`src/hw/rv_decode_pkg.sv`:
```
package rv_decode_pkg;

    localparam int unsigned xlen = 32;

    typedef logic [xlen-1:0] word_t;
    typedef logic [4:0]      reg_idx_t;

    // base opcodes, bits 6:0 of a 32-bit instruction
    typedef enum logic [6:0] {
        op_lui    = 7'b0110111,
        op_auipc  = 7'b0010111,
        op_jal    = 7'b1101111,
        op_jalr   = 7'b1100111,
        op_branch = 7'b1100011,
        op_load   = 7'b0000011,
        op_store  = 7'b0100011,
        op_imm    = 7'b0010011,
        op_reg    = 7'b0110011
    } major_op_e;

    ////////////////////////////////////////////////////////////
    // decoded instruction
    ////////////////////////////////////////////////////////////
    typedef enum logic [5:0] {
        instr_illegal,
        instr_lui,  instr_auipc, instr_jal,  instr_jalr,
        // branches
        instr_beq,  instr_bne,   instr_blt,  instr_bge,
        instr_bltu, instr_bgeu,
        // loads and stores
        instr_lb,   instr_lh,    instr_lw,   instr_lbu,
        instr_lhu,
        instr_sb,   instr_sh,    instr_sw,
        // register-immediate alu
        instr_addi, instr_slti,  instr_sltiu, instr_xori,
        instr_ori,  instr_andi,  instr_slli,  instr_srli,
        instr_srai,
        // register-register alu
        instr_add,  instr_sub,   instr_sll,  instr_slt,
        instr_sltu, instr_xor,   instr_srl,  instr_sra,
        instr_or,   instr_and
    } instr_op_e;

endpackage

```
`src/hw/decode_if.sv`:
```
`timescale 1ns/10ps

interface decode_if;

    rv_decode_pkg::instr_op_e op;
    rv_decode_pkg::reg_idx_t  rd;
    rv_decode_pkg::reg_idx_t  rs1;
    rv_decode_pkg::reg_idx_t  rs2;
    rv_decode_pkg::word_t     imm;
    logic                     jump_en;
    logic                     ins_c;

    modport exp_mp (output ins_c);

    modport cls_mp (output op, rd, rs1, rs2, jump_en);

    modport imm_mp (output imm);

    // output register samples everything
    modport reg_mp (input op, rd, rs1, rs2, imm, jump_en, ins_c);

endinterface

```
`src/hw/decode_out_reg.sv`:
```
`timescale 1ns/10ps

module decode_out_reg (
    input  logic                     clk,
    input  logic                     rst_n,
    input  logic                     in_valid,
    decode_if.reg_mp                 dif,
    output logic                     out_valid,
    output rv_decode_pkg::instr_op_e op,
    output rv_decode_pkg::reg_idx_t  rd,
    output rv_decode_pkg::reg_idx_t  rs1,
    output rv_decode_pkg::reg_idx_t  rs2,
    output rv_decode_pkg::word_t     imm,
    output logic                     jump_en,
    output logic                     ins_c
);

    // control flags
    always_ff @(posedge clk) begin
        if (!rst_n) begin
            out_valid <= 1'b0;
            jump_en   <= 1'b0;
        end else begin
            out_valid <= in_valid;
            jump_en   <= in_valid & dif.jump_en;
        end
    end

    // payload holds while no word arrives
    always_ff @(posedge clk) begin
        if (in_valid) begin
            op    <= dif.op;
            rd    <= dif.rd;
            rs1   <= dif.rs1;
            rs2   <= dif.rs2;
            imm   <= dif.imm;
            ins_c <= dif.ins_c;
        end
    end

    assert property (@(posedge clk) disable iff (!rst_n) jump_en |-> out_valid);

    assert property (@(posedge clk) !rst_n |=> (!out_valid && !jump_en));

endmodule

```
`src/hw/imm_gen.sv`:
```
`timescale 1ns/10ps

module imm_gen (
    input  rv_decode_pkg::word_t expanded,
    decode_if.imm_mp             dif
);

    rv_decode_pkg::major_op_e opcode;
    logic                     sign;

    assign opcode = rv_decode_pkg::major_op_e'(expanded[6:0]);
    assign sign   = expanded[rv_decode_pkg::xlen-1];

    ////////////////////////////////////////////////////////////
    // immediate by format
    ////////////////////////////////////////////////////////////
    always_comb begin
        case (opcode)
            // u-type
            rv_decode_pkg::op_lui, rv_decode_pkg::op_auipc:
                dif.imm = {expanded[31:12], 12'd0};
            // j-type, also the early jump offset
            rv_decode_pkg::op_jal:
                dif.imm = {{12{sign}}, expanded[19:12], expanded[20], expanded[30:21], 1'b0};
            // i-type, shifts keep the raw field
            rv_decode_pkg::op_jalr, rv_decode_pkg::op_load, rv_decode_pkg::op_imm:
                dif.imm = {{20{sign}}, expanded[31:20]};
            // b-type
            rv_decode_pkg::op_branch:
                dif.imm = {{20{sign}}, expanded[7], expanded[30:25], expanded[11:8], 1'b0};
            // s-type
            rv_decode_pkg::op_store:
                dif.imm = {{20{sign}}, expanded[31:25], expanded[11:7]};
            default:
                dif.imm = '0;
        endcase
    end

endmodule

```
`src/hw/instr_classifier.sv`:
```
`timescale 1ns/10ps

module instr_classifier (
    input  rv_decode_pkg::word_t expanded,
    decode_if.cls_mp             dif
);

    rv_decode_pkg::major_op_e opcode;
    logic [2:0]               funct3;
    logic                     alt;

    assign opcode = rv_decode_pkg::major_op_e'(expanded[6:0]);
    assign funct3 = expanded[14:12];
    // funct7 bit 5 splits add/sub and logical/arith shifts
    assign alt    = expanded[30];

    assign dif.rd  = expanded[11:7];
    assign dif.rs1 = expanded[19:15];
    assign dif.rs2 = expanded[24:20];

    // early redirect only for jal
    assign dif.jump_en = (dif.op == rv_decode_pkg::instr_jal);

    always_comb begin
        dif.op = rv_decode_pkg::instr_illegal;
        case (opcode)
            rv_decode_pkg::op_lui:   dif.op = rv_decode_pkg::instr_lui;
            rv_decode_pkg::op_auipc: dif.op = rv_decode_pkg::instr_auipc;
            rv_decode_pkg::op_jal:   dif.op = rv_decode_pkg::instr_jal;
            rv_decode_pkg::op_jalr:
                if (funct3 == 3'b000)
                    dif.op = rv_decode_pkg::instr_jalr;
            rv_decode_pkg::op_branch:
                case (funct3)
                    3'b000: dif.op = rv_decode_pkg::instr_beq;
                    3'b001: dif.op = rv_decode_pkg::instr_bne;
                    3'b100: dif.op = rv_decode_pkg::instr_blt;
                    3'b101: dif.op = rv_decode_pkg::instr_bge;
                    3'b110: dif.op = rv_decode_pkg::instr_bltu;
                    3'b111: dif.op = rv_decode_pkg::instr_bgeu;
                    default: dif.op = rv_decode_pkg::instr_illegal;
                endcase
            rv_decode_pkg::op_load:
                case (funct3)
                    3'b000: dif.op = rv_decode_pkg::instr_lb;
                    3'b001: dif.op = rv_decode_pkg::instr_lh;
                    3'b010: dif.op = rv_decode_pkg::instr_lw;
                    3'b100: dif.op = rv_decode_pkg::instr_lbu;
                    3'b101: dif.op = rv_decode_pkg::instr_lhu;
                    default: dif.op = rv_decode_pkg::instr_illegal;
                endcase
            rv_decode_pkg::op_store:
                case (funct3)
                    3'b000: dif.op = rv_decode_pkg::instr_sb;
                    3'b001: dif.op = rv_decode_pkg::instr_sh;
                    3'b010: dif.op = rv_decode_pkg::instr_sw;
                    default: dif.op = rv_decode_pkg::instr_illegal;
                endcase
            rv_decode_pkg::op_imm:
                case (funct3)
                    3'b000: dif.op = rv_decode_pkg::instr_addi;
                    3'b001: dif.op = alt ? rv_decode_pkg::instr_illegal
                                         : rv_decode_pkg::instr_slli;
                    3'b010: dif.op = rv_decode_pkg::instr_slti;
                    3'b011: dif.op = rv_decode_pkg::instr_sltiu;
                    3'b100: dif.op = rv_decode_pkg::instr_xori;
                    3'b101: dif.op = alt ? rv_decode_pkg::instr_srai
                                         : rv_decode_pkg::instr_srli;
                    3'b110: dif.op = rv_decode_pkg::instr_ori;
                    default: dif.op = rv_decode_pkg::instr_andi;
                endcase
            rv_decode_pkg::op_reg:
                case (funct3)
                    3'b000: dif.op = alt ? rv_decode_pkg::instr_sub : rv_decode_pkg::instr_add;
                    3'b001: dif.op = alt ? rv_decode_pkg::instr_illegal
                                         : rv_decode_pkg::instr_sll;
                    3'b010: dif.op = rv_decode_pkg::instr_slt;
                    3'b011: dif.op = rv_decode_pkg::instr_sltu;
                    3'b100: dif.op = rv_decode_pkg::instr_xor;
                    3'b101: dif.op = alt ? rv_decode_pkg::instr_sra : rv_decode_pkg::instr_srl;
                    3'b110: dif.op = rv_decode_pkg::instr_or;
                    default: dif.op = rv_decode_pkg::instr_and;
                endcase
            default:
                dif.op = rv_decode_pkg::instr_illegal;
        endcase
    end

endmodule

```
`src/hw/rv_decode_stage.sv`:
```
`timescale 1ns/10ps

module rv_decode_stage (
    input  logic                     clk,
    input  logic                     rst_n,
    input  logic                     in_valid,
    input  rv_decode_pkg::word_t     ins,
    output logic                     out_valid,
    output rv_decode_pkg::instr_op_e op,
    output rv_decode_pkg::reg_idx_t  rd,
    output rv_decode_pkg::reg_idx_t  rs1,
    output rv_decode_pkg::reg_idx_t  rs2,
    output rv_decode_pkg::word_t     imm,
    output logic                     jump_en,
    output logic                     ins_c
);

    // 32-bit form of the incoming word
    rv_decode_pkg::word_t expanded;

    decode_if i_dif ();

    ////////////////////////////////////////////////////////////
    // combinational decode
    ////////////////////////////////////////////////////////////
    rvc_expander i_expander (
        .ins      (ins),
        .expanded (expanded),
        .dif      (i_dif.exp_mp)
    );

    instr_classifier i_classifier (
        .expanded (expanded),
        .dif      (i_dif.cls_mp)
    );

    imm_gen i_imm_gen (
        .expanded (expanded),
        .dif      (i_dif.imm_mp)
    );

    // one cycle to the outputs
    decode_out_reg i_out_reg (
        .clk       (clk),
        .rst_n     (rst_n),
        .in_valid  (in_valid),
        .dif       (i_dif.reg_mp),
        .out_valid (out_valid),
        .op        (op),
        .rd        (rd),
        .rs1       (rs1),
        .rs2       (rs2),
        .imm       (imm),
        .jump_en   (jump_en),
        .ins_c     (ins_c)
    );

endmodule

```
`src/hw/rvc_expander.sv`:
```
`timescale 1ns/10ps

module rvc_expander (
    input  rv_decode_pkg::word_t ins,
    output rv_decode_pkg::word_t expanded,
    decode_if.exp_mp             dif
);

    logic [15:0]          c;
    logic [4:0]           r_lo;
    logic [4:0]           r_hi;
    logic [11:0]          imm6_sx;
    logic [19:0]          cj_field;
    rv_decode_pkg::word_t c_word;

    assign c = ins[15:0];

    // three-bit register fields map to x8..x15
    assign r_lo = {2'b01, c[4:2]};
    assign r_hi = {2'b01, c[9:7]};

    assign imm6_sx = {{7{c[12]}}, c[6:2]};

    // c.jal / c.j offset laid out as jal bits 31:12
    assign cj_field = {c[12], c[8], c[10:9], c[6], c[7], c[2], c[11], c[5:3],
                       c[12], {8{c[12]}}};

    assign dif.ins_c = (ins[1:0] != 2'b11);

    ////////////////////////////////////////////////////////////
    // quadrant and funct3 select the 32-bit equivalent
    ////////////////////////////////////////////////////////////
    always_comb begin
        c_word = '0;
        case ({c[1:0], c[15:13]})
            // c.addi4spn, zero immediate is reserved
            5'b00_000:
                if (c[12:5] != 8'd0)
                    c_word = {2'b00, c[10:7], c[12:11], c[5], c[6], 2'b00, 5'd2, 3'b000,
                              r_lo, rv_decode_pkg::op_imm};
            // c.lw
            5'b00_010:
                c_word = {5'd0, c[5], c[12:10], c[6], 2'b00, r_hi, 3'b010, r_lo,
                          rv_decode_pkg::op_load};
            // c.sw
            5'b00_110:
                c_word = {5'd0, c[5], c[12], r_lo, r_hi, 3'b010, c[11:10], c[6], 2'b00,
                          rv_decode_pkg::op_store};
            5'b01_000:
                c_word = {imm6_sx, c[11:7], 3'b000, c[11:7], rv_decode_pkg::op_imm};
            // c.jal links to x1
            5'b01_001:
                c_word = {cj_field, 5'd1, rv_decode_pkg::op_jal};
            // c.li as addi from x0
            5'b01_010:
                c_word = {imm6_sx, 5'd0, 3'b000, c[11:7], rv_decode_pkg::op_imm};
            5'b01_011: begin
                if (c[11:7] == 5'd2) begin
                    // c.addi16sp
                    if ({c[12], c[6:2]} != 6'd0)
                        c_word = {{3{c[12]}}, c[4:3], c[5], c[2], c[6], 4'b0000, 5'd2,
                                  3'b000, 5'd2, rv_decode_pkg::op_imm};
                end else if ({c[12], c[6:2]} != 6'd0) begin
                    c_word = {{15{c[12]}}, c[6:2], c[11:7], rv_decode_pkg::op_lui};
                end
            end
            5'b01_100: begin
                case (c[11:10])
                    // shamt[5] set is reserved on rv32
                    2'b00:
                        if (!c[12])
                            c_word = {7'b0000000, c[6:2], r_hi, 3'b101, r_hi,
                                      rv_decode_pkg::op_imm};
                    2'b01:
                        if (!c[12])
                            c_word = {7'b0100000, c[6:2], r_hi, 3'b101, r_hi,
                                      rv_decode_pkg::op_imm};
                    2'b10:
                        c_word = {imm6_sx, r_hi, 3'b111, r_hi, rv_decode_pkg::op_imm};
                    default:
                        if (!c[12]) begin
                            case (c[6:5])
                                2'b00: c_word = {7'b0100000, r_lo, r_hi, 3'b000, r_hi,
                                                 rv_decode_pkg::op_reg};
                                2'b01: c_word = {7'b0000000, r_lo, r_hi, 3'b100, r_hi,
                                                 rv_decode_pkg::op_reg};
                                2'b10: c_word = {7'b0000000, r_lo, r_hi, 3'b110, r_hi,
                                                 rv_decode_pkg::op_reg};
                                default: c_word = {7'b0000000, r_lo, r_hi, 3'b111, r_hi,
                                                   rv_decode_pkg::op_reg};
                            endcase
                        end
                endcase
            end
            // c.j, jal without link
            5'b01_101:
                c_word = {cj_field, 5'd0, rv_decode_pkg::op_jal};
            // c.beqz / c.bnez compare against x0
            5'b01_110, 5'b01_111:
                c_word = {{4{c[12]}}, c[6:5], c[2], 5'd0, r_hi, 2'b00, c[13], c[11:10],
                          c[4:3], c[12], rv_decode_pkg::op_branch};
            5'b10_000:
                if (!c[12])
                    c_word = {7'b0000000, c[6:2], c[11:7], 3'b001, c[11:7],
                              rv_decode_pkg::op_imm};
            // c.lwsp, rd of x0 is reserved
            5'b10_010:
                if (c[11:7] != 5'd0)
                    c_word = {4'd0, c[3:2], c[12], c[6:4], 2'b00, 5'd2, 3'b010, c[11:7],
                              rv_decode_pkg::op_load};
            5'b10_100: begin
                if (c[6:2] == 5'd0) begin
                    // c.jr / c.jalr, c.ebreak falls through as illegal
                    if (c[11:7] != 5'd0)
                        c_word = {12'd0, c[11:7], 3'b000, 4'd0, c[12],
                                  rv_decode_pkg::op_jalr};
                end else if (!c[12]) begin
                    // c.mv
                    c_word = {7'd0, c[6:2], 5'd0, 3'b000, c[11:7], rv_decode_pkg::op_reg};
                end else begin
                    c_word = {7'd0, c[6:2], c[11:7], 3'b000, c[11:7], rv_decode_pkg::op_reg};
                end
            end
            // c.swsp
            5'b10_110:
                c_word = {4'd0, c[8:7], c[12], c[6:2], 5'd2, 3'b010, c[11:9], 2'b00,
                          rv_decode_pkg::op_store};
            default:
                c_word = '0;
        endcase
    end

    assign expanded = dif.ins_c ? c_word : ins;

    always_comb begin
        if (dif.ins_c && (expanded != '0))
            assert final (expanded[1:0] == 2'b11)
                else $error("compressed word expanded to a non 32-bit encoding");
    end

endmodule

```
`config.mk`:
```
export PLATFORM = sky130hd
export DESIGN_NAME = rv_decode_stage
export DESIGN_NICKNAME = d
export VERILOG_FILES = /design/src/hw/rv_decode_pkg.sv /design/src/hw/decode_if.sv /design/src/hw/decode_out_reg.sv /design/src/hw/imm_gen.sv /design/src/hw/instr_classifier.sv /design/src/hw/rv_decode_stage.sv /design/src/hw/rvc_expander.sv
export SDC_FILE = /design/constraint.sdc
export NUM_CORES = 1
export LEC_CHECK = 0
export ABC_AREA = 0
export BUFFER_PORTS_ARGS = -buffer_cell sky130_fd_sc_hd__buf_4
export CAP_MARGIN = 10
export CORE_UTILIZATION = 54
export CTS_CLUSTER_DIAMETER = 40
export CTS_CLUSTER_SIZE = 10
export DETAILED_ROUTE_END_ITERATION = 7
export HOLD_SLACK_MARGIN = 0.1
export PLACE_DENSITY_LB_ADDON = 0.12
export SLEW_MARGIN = 0
export SYNTH_ARGS = -nofsm -noshare
export SYNTH_HDL_FRONTEND = slang
export SYNTH_SLANG_ARGS = --single-unit
```
`constraint.sdc`:
```
create_clock -name clk -period 5.44 [get_ports clk]
set_clock_uncertainty 0.1 [all_clocks]
set_input_delay 0.544 -clock clk [delete_from_list [all_inputs] [get_ports clk]]
set_output_delay 0.544 -clock clk [all_outputs]
set_load 0.005 [all_outputs]
```
== After elaboration in Yosys (flattened, before gate mapping) ==
Index checks and enable logic that the tools add are counted.
W data, S select, Z words.

* Register bits: 56
* Bits of input ports: 35
* Output and inout port bits: 56
* Logic and storage cells: 86

* Eq/ne operators: 37
* Muxes and demuxes: 29
* Bitwise logic cells: 1
* Reduce and logical (&&, ||, !) cells: 11

{| class="wikitable"
|+ Operator list
! cell !! number
|-
| $pmux W32 S14 || 1
|-
| $mux W32 || 5
|-
| $pmux W32 S5 || 1
|-
| $pmux W32 S3 || 1
|-
| $pmux W31 S3 || 1
|-
| $pmux W6 S7 || 2
|-
| $mux W25 || 3
|-
| $pmux W6 S9 || 1
|-
| $eq A5 B4 Y1 const B || 8
|-
| $mux W20 || 2
|-
| $mux W31 || 1
|-
| $mux W30 || 1
|-
| $mux W28 || 1
|-
| $pmux W4 S6 || 1
|-
| $eq A7 B6 Y1 const B || 3
|-
| $eq A7 B7 Y1 const B || 3
|-
| $eq A5 B5 Y1 const B || 4
|-
| $pmux W4 S5 || 1
|-
| $pmux W5 S3 || 1
|-
| $eq A7 B5 Y1 const B || 2
|-
| $eq A3 B3 Y1 const B || 4
|-
| $eq A5 B2 Y1 const B || 2
|-
| $logic_not A5 Y1 || 2
|-
| $mux W5 || 2
|-
| other kinds (18) || 25
|}

== Longest topological paths before layout ==
* Depth after elaboration: 11
* Gate-level depth with buffers: 12
* Gate-level depth less buffers: 8

== Hierarchy ==
A second synthesis with hierarchy kept.

* Cells, all modules: 502
* Area, all modules: 4,356.7 um^2

{| class="wikitable"
|+ By module, submodules not included
! module !! instances !! cells an instance !! area an instance (um^2) !! sequential area each (um^2)
|-
| decode_out_reg || 1 || 58 || 1,674.1 || 1,661.6
|-
| rvc_expander || 1 || 260 || 1,514.0 || 0.0
|-
| instr_classifier || 1 || 108 || 690.7 || 0.0
|-
| imm_gen || 1 || 76 || 478.0 || 0.0
|}

== Least setup slack after synthesis ==
OpenSTA, ideal clock, no wires.

* Path type: input to register
* Start point: in ins[11]
* End point: reg i_out_reg.op[0], data pin
* Library setup time: 279 ps
* Data arrival time: 2,948 ps
* Data required time: 5,061 ps
* Path slack: 2,113 ps
* Cell stages on the path: 9
* Path buffers: 2
* Cells stage by stage: buf_6 > or4_4 > o311a_4 > or4b_1 > buf_2 > nand2_1 > nand3_1 > and4b_1 > or4_1

* Word-level cells in the longest chain between the ends: 7
* Elaborated cells between the ends (all ways): 41
* Those cells by class: 19 x eq/ne; 18 x mux; 4 x reduce/logical

{| class="wikitable"
|+ RTL lines
! element !! line !! text
|-
| start: declaration || rv_decode_stage.sv:7 || <nowiki>input rv_decode_pkg::word_t ins,</nowiki>
|-
| $eq A2 B2 Y1, or another cell as far along || rvc_expander.sv:68 || <nowiki>case (c[11:10])</nowiki>
|-
| $pmux W32 S3, or another cell as far along || rvc_expander.sv:68 ||
|-
| $pmux W32 S14 * || rvc_expander.sv:35 || <nowiki>case ({c[1:0], c[15:13]})</nowiki>
|-
| $mux W32 * || rvc_expander.sv:133 || <nowiki>assign expanded = dif.ins_c ? c_word : ins;</nowiki>
|-
| $eq A3 B3 Y1, or another cell as far along || instr_classifier.sv:34, instr_classifier.sv:60, instr_classifier.sv:73 ||
|-
| $pmux W6 S7, or another cell as far along || instr_classifier.sv:73 || <nowiki>case (funct3)</nowiki>
|-
| $pmux W6 S9 * || instr_classifier.sv:26 || <nowiki>case (opcode)</nowiki>
|-
| net i_classifier.dif.op[0] || decode_if.sv:15 || <nowiki>modport cls_mp (output op, rd, rs1, rs2, jump_en);</nowiki>
|-
| end signal: assignment || decode_out_reg.sv:32 || <nowiki>op <= dif.op;</nowiki>
|-
| end: declaration || decode_out_reg.sv:9 || <nowiki>output rv_decode_pkg::instr_op_e op,</nowiki>
|}

The timed path passes the listed nets; every way through them passes the cells marked *.
A chain may end at the register's enable or synchronous reset.

== Worst setup path in the final report ==
* Start point: in ins[0]
* End point: reg i_out_reg.jump_en

* Word-level cells in the longest chain between the ends: 9
* Elaborated cells between the ends (all ways): 50
* Those cells by class: 32 x eq/ne; 14 x mux; 1 x bitwise; 3 x reduce/logical

{| class="wikitable"
|+ RTL lines
! element !! line !! text
|-
| $eq A5 B4 Y1 || rvc_expander.sv:35 ||
|-
| $reduce_or A2 Y1 || rvc_expander.sv:35 ||
|-
| $pmux W32 S14 || rvc_expander.sv:35 ||
|-
| $mux W32 * || rvc_expander.sv:133 ||
|-
| $eq A3 B3 Y1, or another cell as far along || instr_classifier.sv:34, instr_classifier.sv:60, instr_classifier.sv:73 ||
|-
| $pmux W6 S7, or another cell as far along || instr_classifier.sv:73 ||
|-
| $pmux W6 S9 * || instr_classifier.sv:26 ||
|-
| $eq A6 B2 Y1 * || instr_classifier.sv:22 || <nowiki>assign dif.jump_en = (dif.op == rv_decode_pkg::instr_jal);</nowiki>
|-
| $and A1 B1 Y1 * || decode_out_reg.sv:25 || <nowiki>jump_en <= in_valid & dif.jump_en;</nowiki>
|-
| end signal: assignment || decode_out_reg.sv:25 ||
|-
| end: declaration || decode_out_reg.sv:14 || <nowiki>output logic jump_en,</nowiki>
|}

Every way passes the cells marked *; elsewhere a longest branch is shown, timed or not.

==> out/summary.txt <==
Clock-pin slew on the worst setup and hold paths - 110 ps
Sw Ratio - 31.5%
CTS max path bufs - 2
# rows - 31
Cts hold-fix bufs - 0
Async set-reset flop share out of synthesis - 0%
Crit share post-route - 69.9%
Most frequent cells in the layout - 95 x buf_4, 54 x edfxtp_1, 50 x nand2_1
Core area - 7410 um2
Hold Startpoint - rst_n
Final nets - 568
Die footprint - 8180 um2
Sequential power share - 48.7%
Max_cap viols - 0
Vias in the first global route - 3,857
Synth Cell Area - 4220 um2
Die Y - 90.4 um
Max VDD drop - 137 uV
Crit path kind - in -> reg
Initial Utilization - 57.0%
# setup viols final - 0
Synth Net Count - 504
First-pass DRT Iterations - 6
Synthesis-stage register bit count - 56
Post-layout util - 67.4%
Commonest non-fill, non-tap cell in the layout - buf_4
TritonCTS clock tree - built
DR WL/cell - 21.6 um
Post-cts gate resize count - 0
Sequential element share of the synthesized area - 39.3%
Total Routing Usage GR - 33.4%
Post-synth EDFFs - 54
Die width - 90.4 um
Unrepaired setup endpoints after global routing - no
Depth of the CTS H-tree - 2
Path category of the worst min-delay check - in -> reg
Sw power - 345 uW
Largest net degree at the start of global routing - 56
Slew Viols, Final - 0
# clock sinks - 56
Hold depth - 3
Slew headroom - 27.8%
Internal - 750 uW
Final hold slack - 335 ps
Total negative setup slack - 0 ps
Outcome - completed
Avg Cell Area, Syn - 9.01 um2
Crit path DAT - 3950 ps
HPWL Detailed - 10,200 um
WHS Endpoint - i_out_reg.out_valid
Post-Syn Instances - 469
Final WL - 13,700 um
Synthesis-to-finish area growth - 18.2%
Crit path launch - ins[0]
Layout cells sized above 1 - 24.2%
Total vias in the final route - 4,350
Max reg flops - 32
Minimum clock period - 3800 ps
RD Place Congestion - 1.09
Inst Count DP - 625
Worst Tran Pin Value - 1080 ps
CP Max Fanout - 34
Final hold viol count - 0
Antenna fix cells - 0
Worst Path Required - 5580 ps
Yosys warnings - 0
Clock Tree Root - clkbuf_8
Primary FF master, synth - edfxtp_1
Final ANT Viol Nets - 0
Port bufs - 90
Pleak - 1.98 nW
Initial DRC Count - 531
Startpoint Class - input pin
Highest clock rate - 0.263 GHz
Pwr/cell area - 219 nW/um2
Avg Vias per Cell - 6.87
Clock Power Share - 21.9%
Post-CTS Setup Inserts - 0
Non-Filler Instances - 633
First-pass GRT wire length - 21,400 um
I/O Pins - 91
Total CTS buffers - 5
Final routed DRC violation total - 0
Initial antenna violation count - 0
Grt ovf - 0
Layout fillers - 597
Netlist cell types - 79
Combinational power share - 29.4%
Worst setup EP type - flip-flop
-- worst max-delay path by stage --
| stage | to | slack, ps | depth (start not counted) |
|---|---|---|---|
| after floorplan | i_out_reg.op[0] | 2110 | 9 |
| after global placement | i_out_reg.jump_en | 1510 | 9 |
| after detailed placement | i_out_reg.op[0] | 1440 | 8 |
| after CTS | i_out_reg.imm[23] | 1750 | 9 |
| after global routing | i_out_reg.imm[23] | 1460 | 9 |
| final | i_out_reg.jump_en | 1640 | 9 |
-- metal layers --
layer | part of all wire, % | GRT usage (%)
met2 | 47 | 55.3
met5 | 0 | 0
met4 | 3.5 | 10.1
met1 | 39 | 44.8
met3 | 11 | 5.98
-- logic make-up (layout without fill, tap and decap cells) --
| kind of cell | Yosys count | count (layout) | share of synthesized area, % |
|---|---|---|---|
| multiplexers | 4 | 4 | 1.04 |
| AND/OR/NAND/NOR | 194 | 194 | 26.0 |
| flip-flops | 56 | 56 | 39.3 |
| buffers and inverters | 54 | 119 | 5.36 |
| AO/OA/AOI/OAI | 161 | 161 | 28.2 |
-- cell usage after synthesis (3+ instances only) --
library cell  number  area share, %
a21oi_2            3           0.62
clkbuf_1          25            2.2
a32oi_1            4           0.83
edfxtp_1          54             38
or4_1              4           0.71
a21o_1             5           0.89
nand4_1            9            1.3
nor3_1            11            1.3
a22oi_1            6            1.1
o21a_1             5           0.89
inv_1             16            1.4
a21oi_1           20            2.4
nand2_1           50            4.4
nor2_1            38            3.4
buf_2              7           0.83
nand3_1           19            2.3
nor4_1             3           0.44
nor4_2             3           0.89
a221o_1            5            1.2
nand3b_1           6            1.1
a211o_1            3           0.62
and2_1             7            1.0
mux2_2             3           0.80
a221oi_1          10            2.1
a211oi_1          13            2.3
nand2b_1          11            1.6
o211ai_1          11            2.0
a22o_1             6            1.2
and3_1             4           0.59
o21ai_0           40            4.7
buf_1              4           0.36
-- stage by stage --
step                      power (mW)  setup WS, ps  area (um2)
after detailed placement       0.858          1440        4890
after global routing            1.14          1460        4990
after floorplan                0.720          2110        4220
final                           1.09          1640        4990
after CTS                       1.09          1750        4990
after global placement         0.852          1510        4890
-- final cells by class --
class | instances | area (um2) | share of cell area [%]
Multi-Input combinational cell | 359 | 2340 | 46.8
Sequential cell | 56 | 1660 | 33.3
Timing Repair Buffer | 95 | 713 | 14.3
Tap cell | 99 | 124 | 2.48
Clock buffer | 5 | 68.8 | 1.38
Inverter | 16 | 60.1 | 1.20
Clock inverter | 3 | 27.5 | 0.552
-- power groups by stage --
stage               sequential, mW  combinational (mW)  clock (mW)
global route                 0.537               0.345       0.254
CTS                          0.534               0.316       0.240
global placement             0.541               0.311           0
floorplan                    0.547               0.173           0
detailed placement           0.543               0.315           0
finish                       0.533               0.322       0.239
-- worst max-delay path, cell delays in order --
cell and delay (ps):
buf_4 300, nand4bb_1 290, a211oi_2 690, and2_1 300, o311a_1 410, nand4b_1 340, or4_1 610, a31o_1 250
nor4b_4 200
No activity file was read; power rests on OpenSTA's default activity.
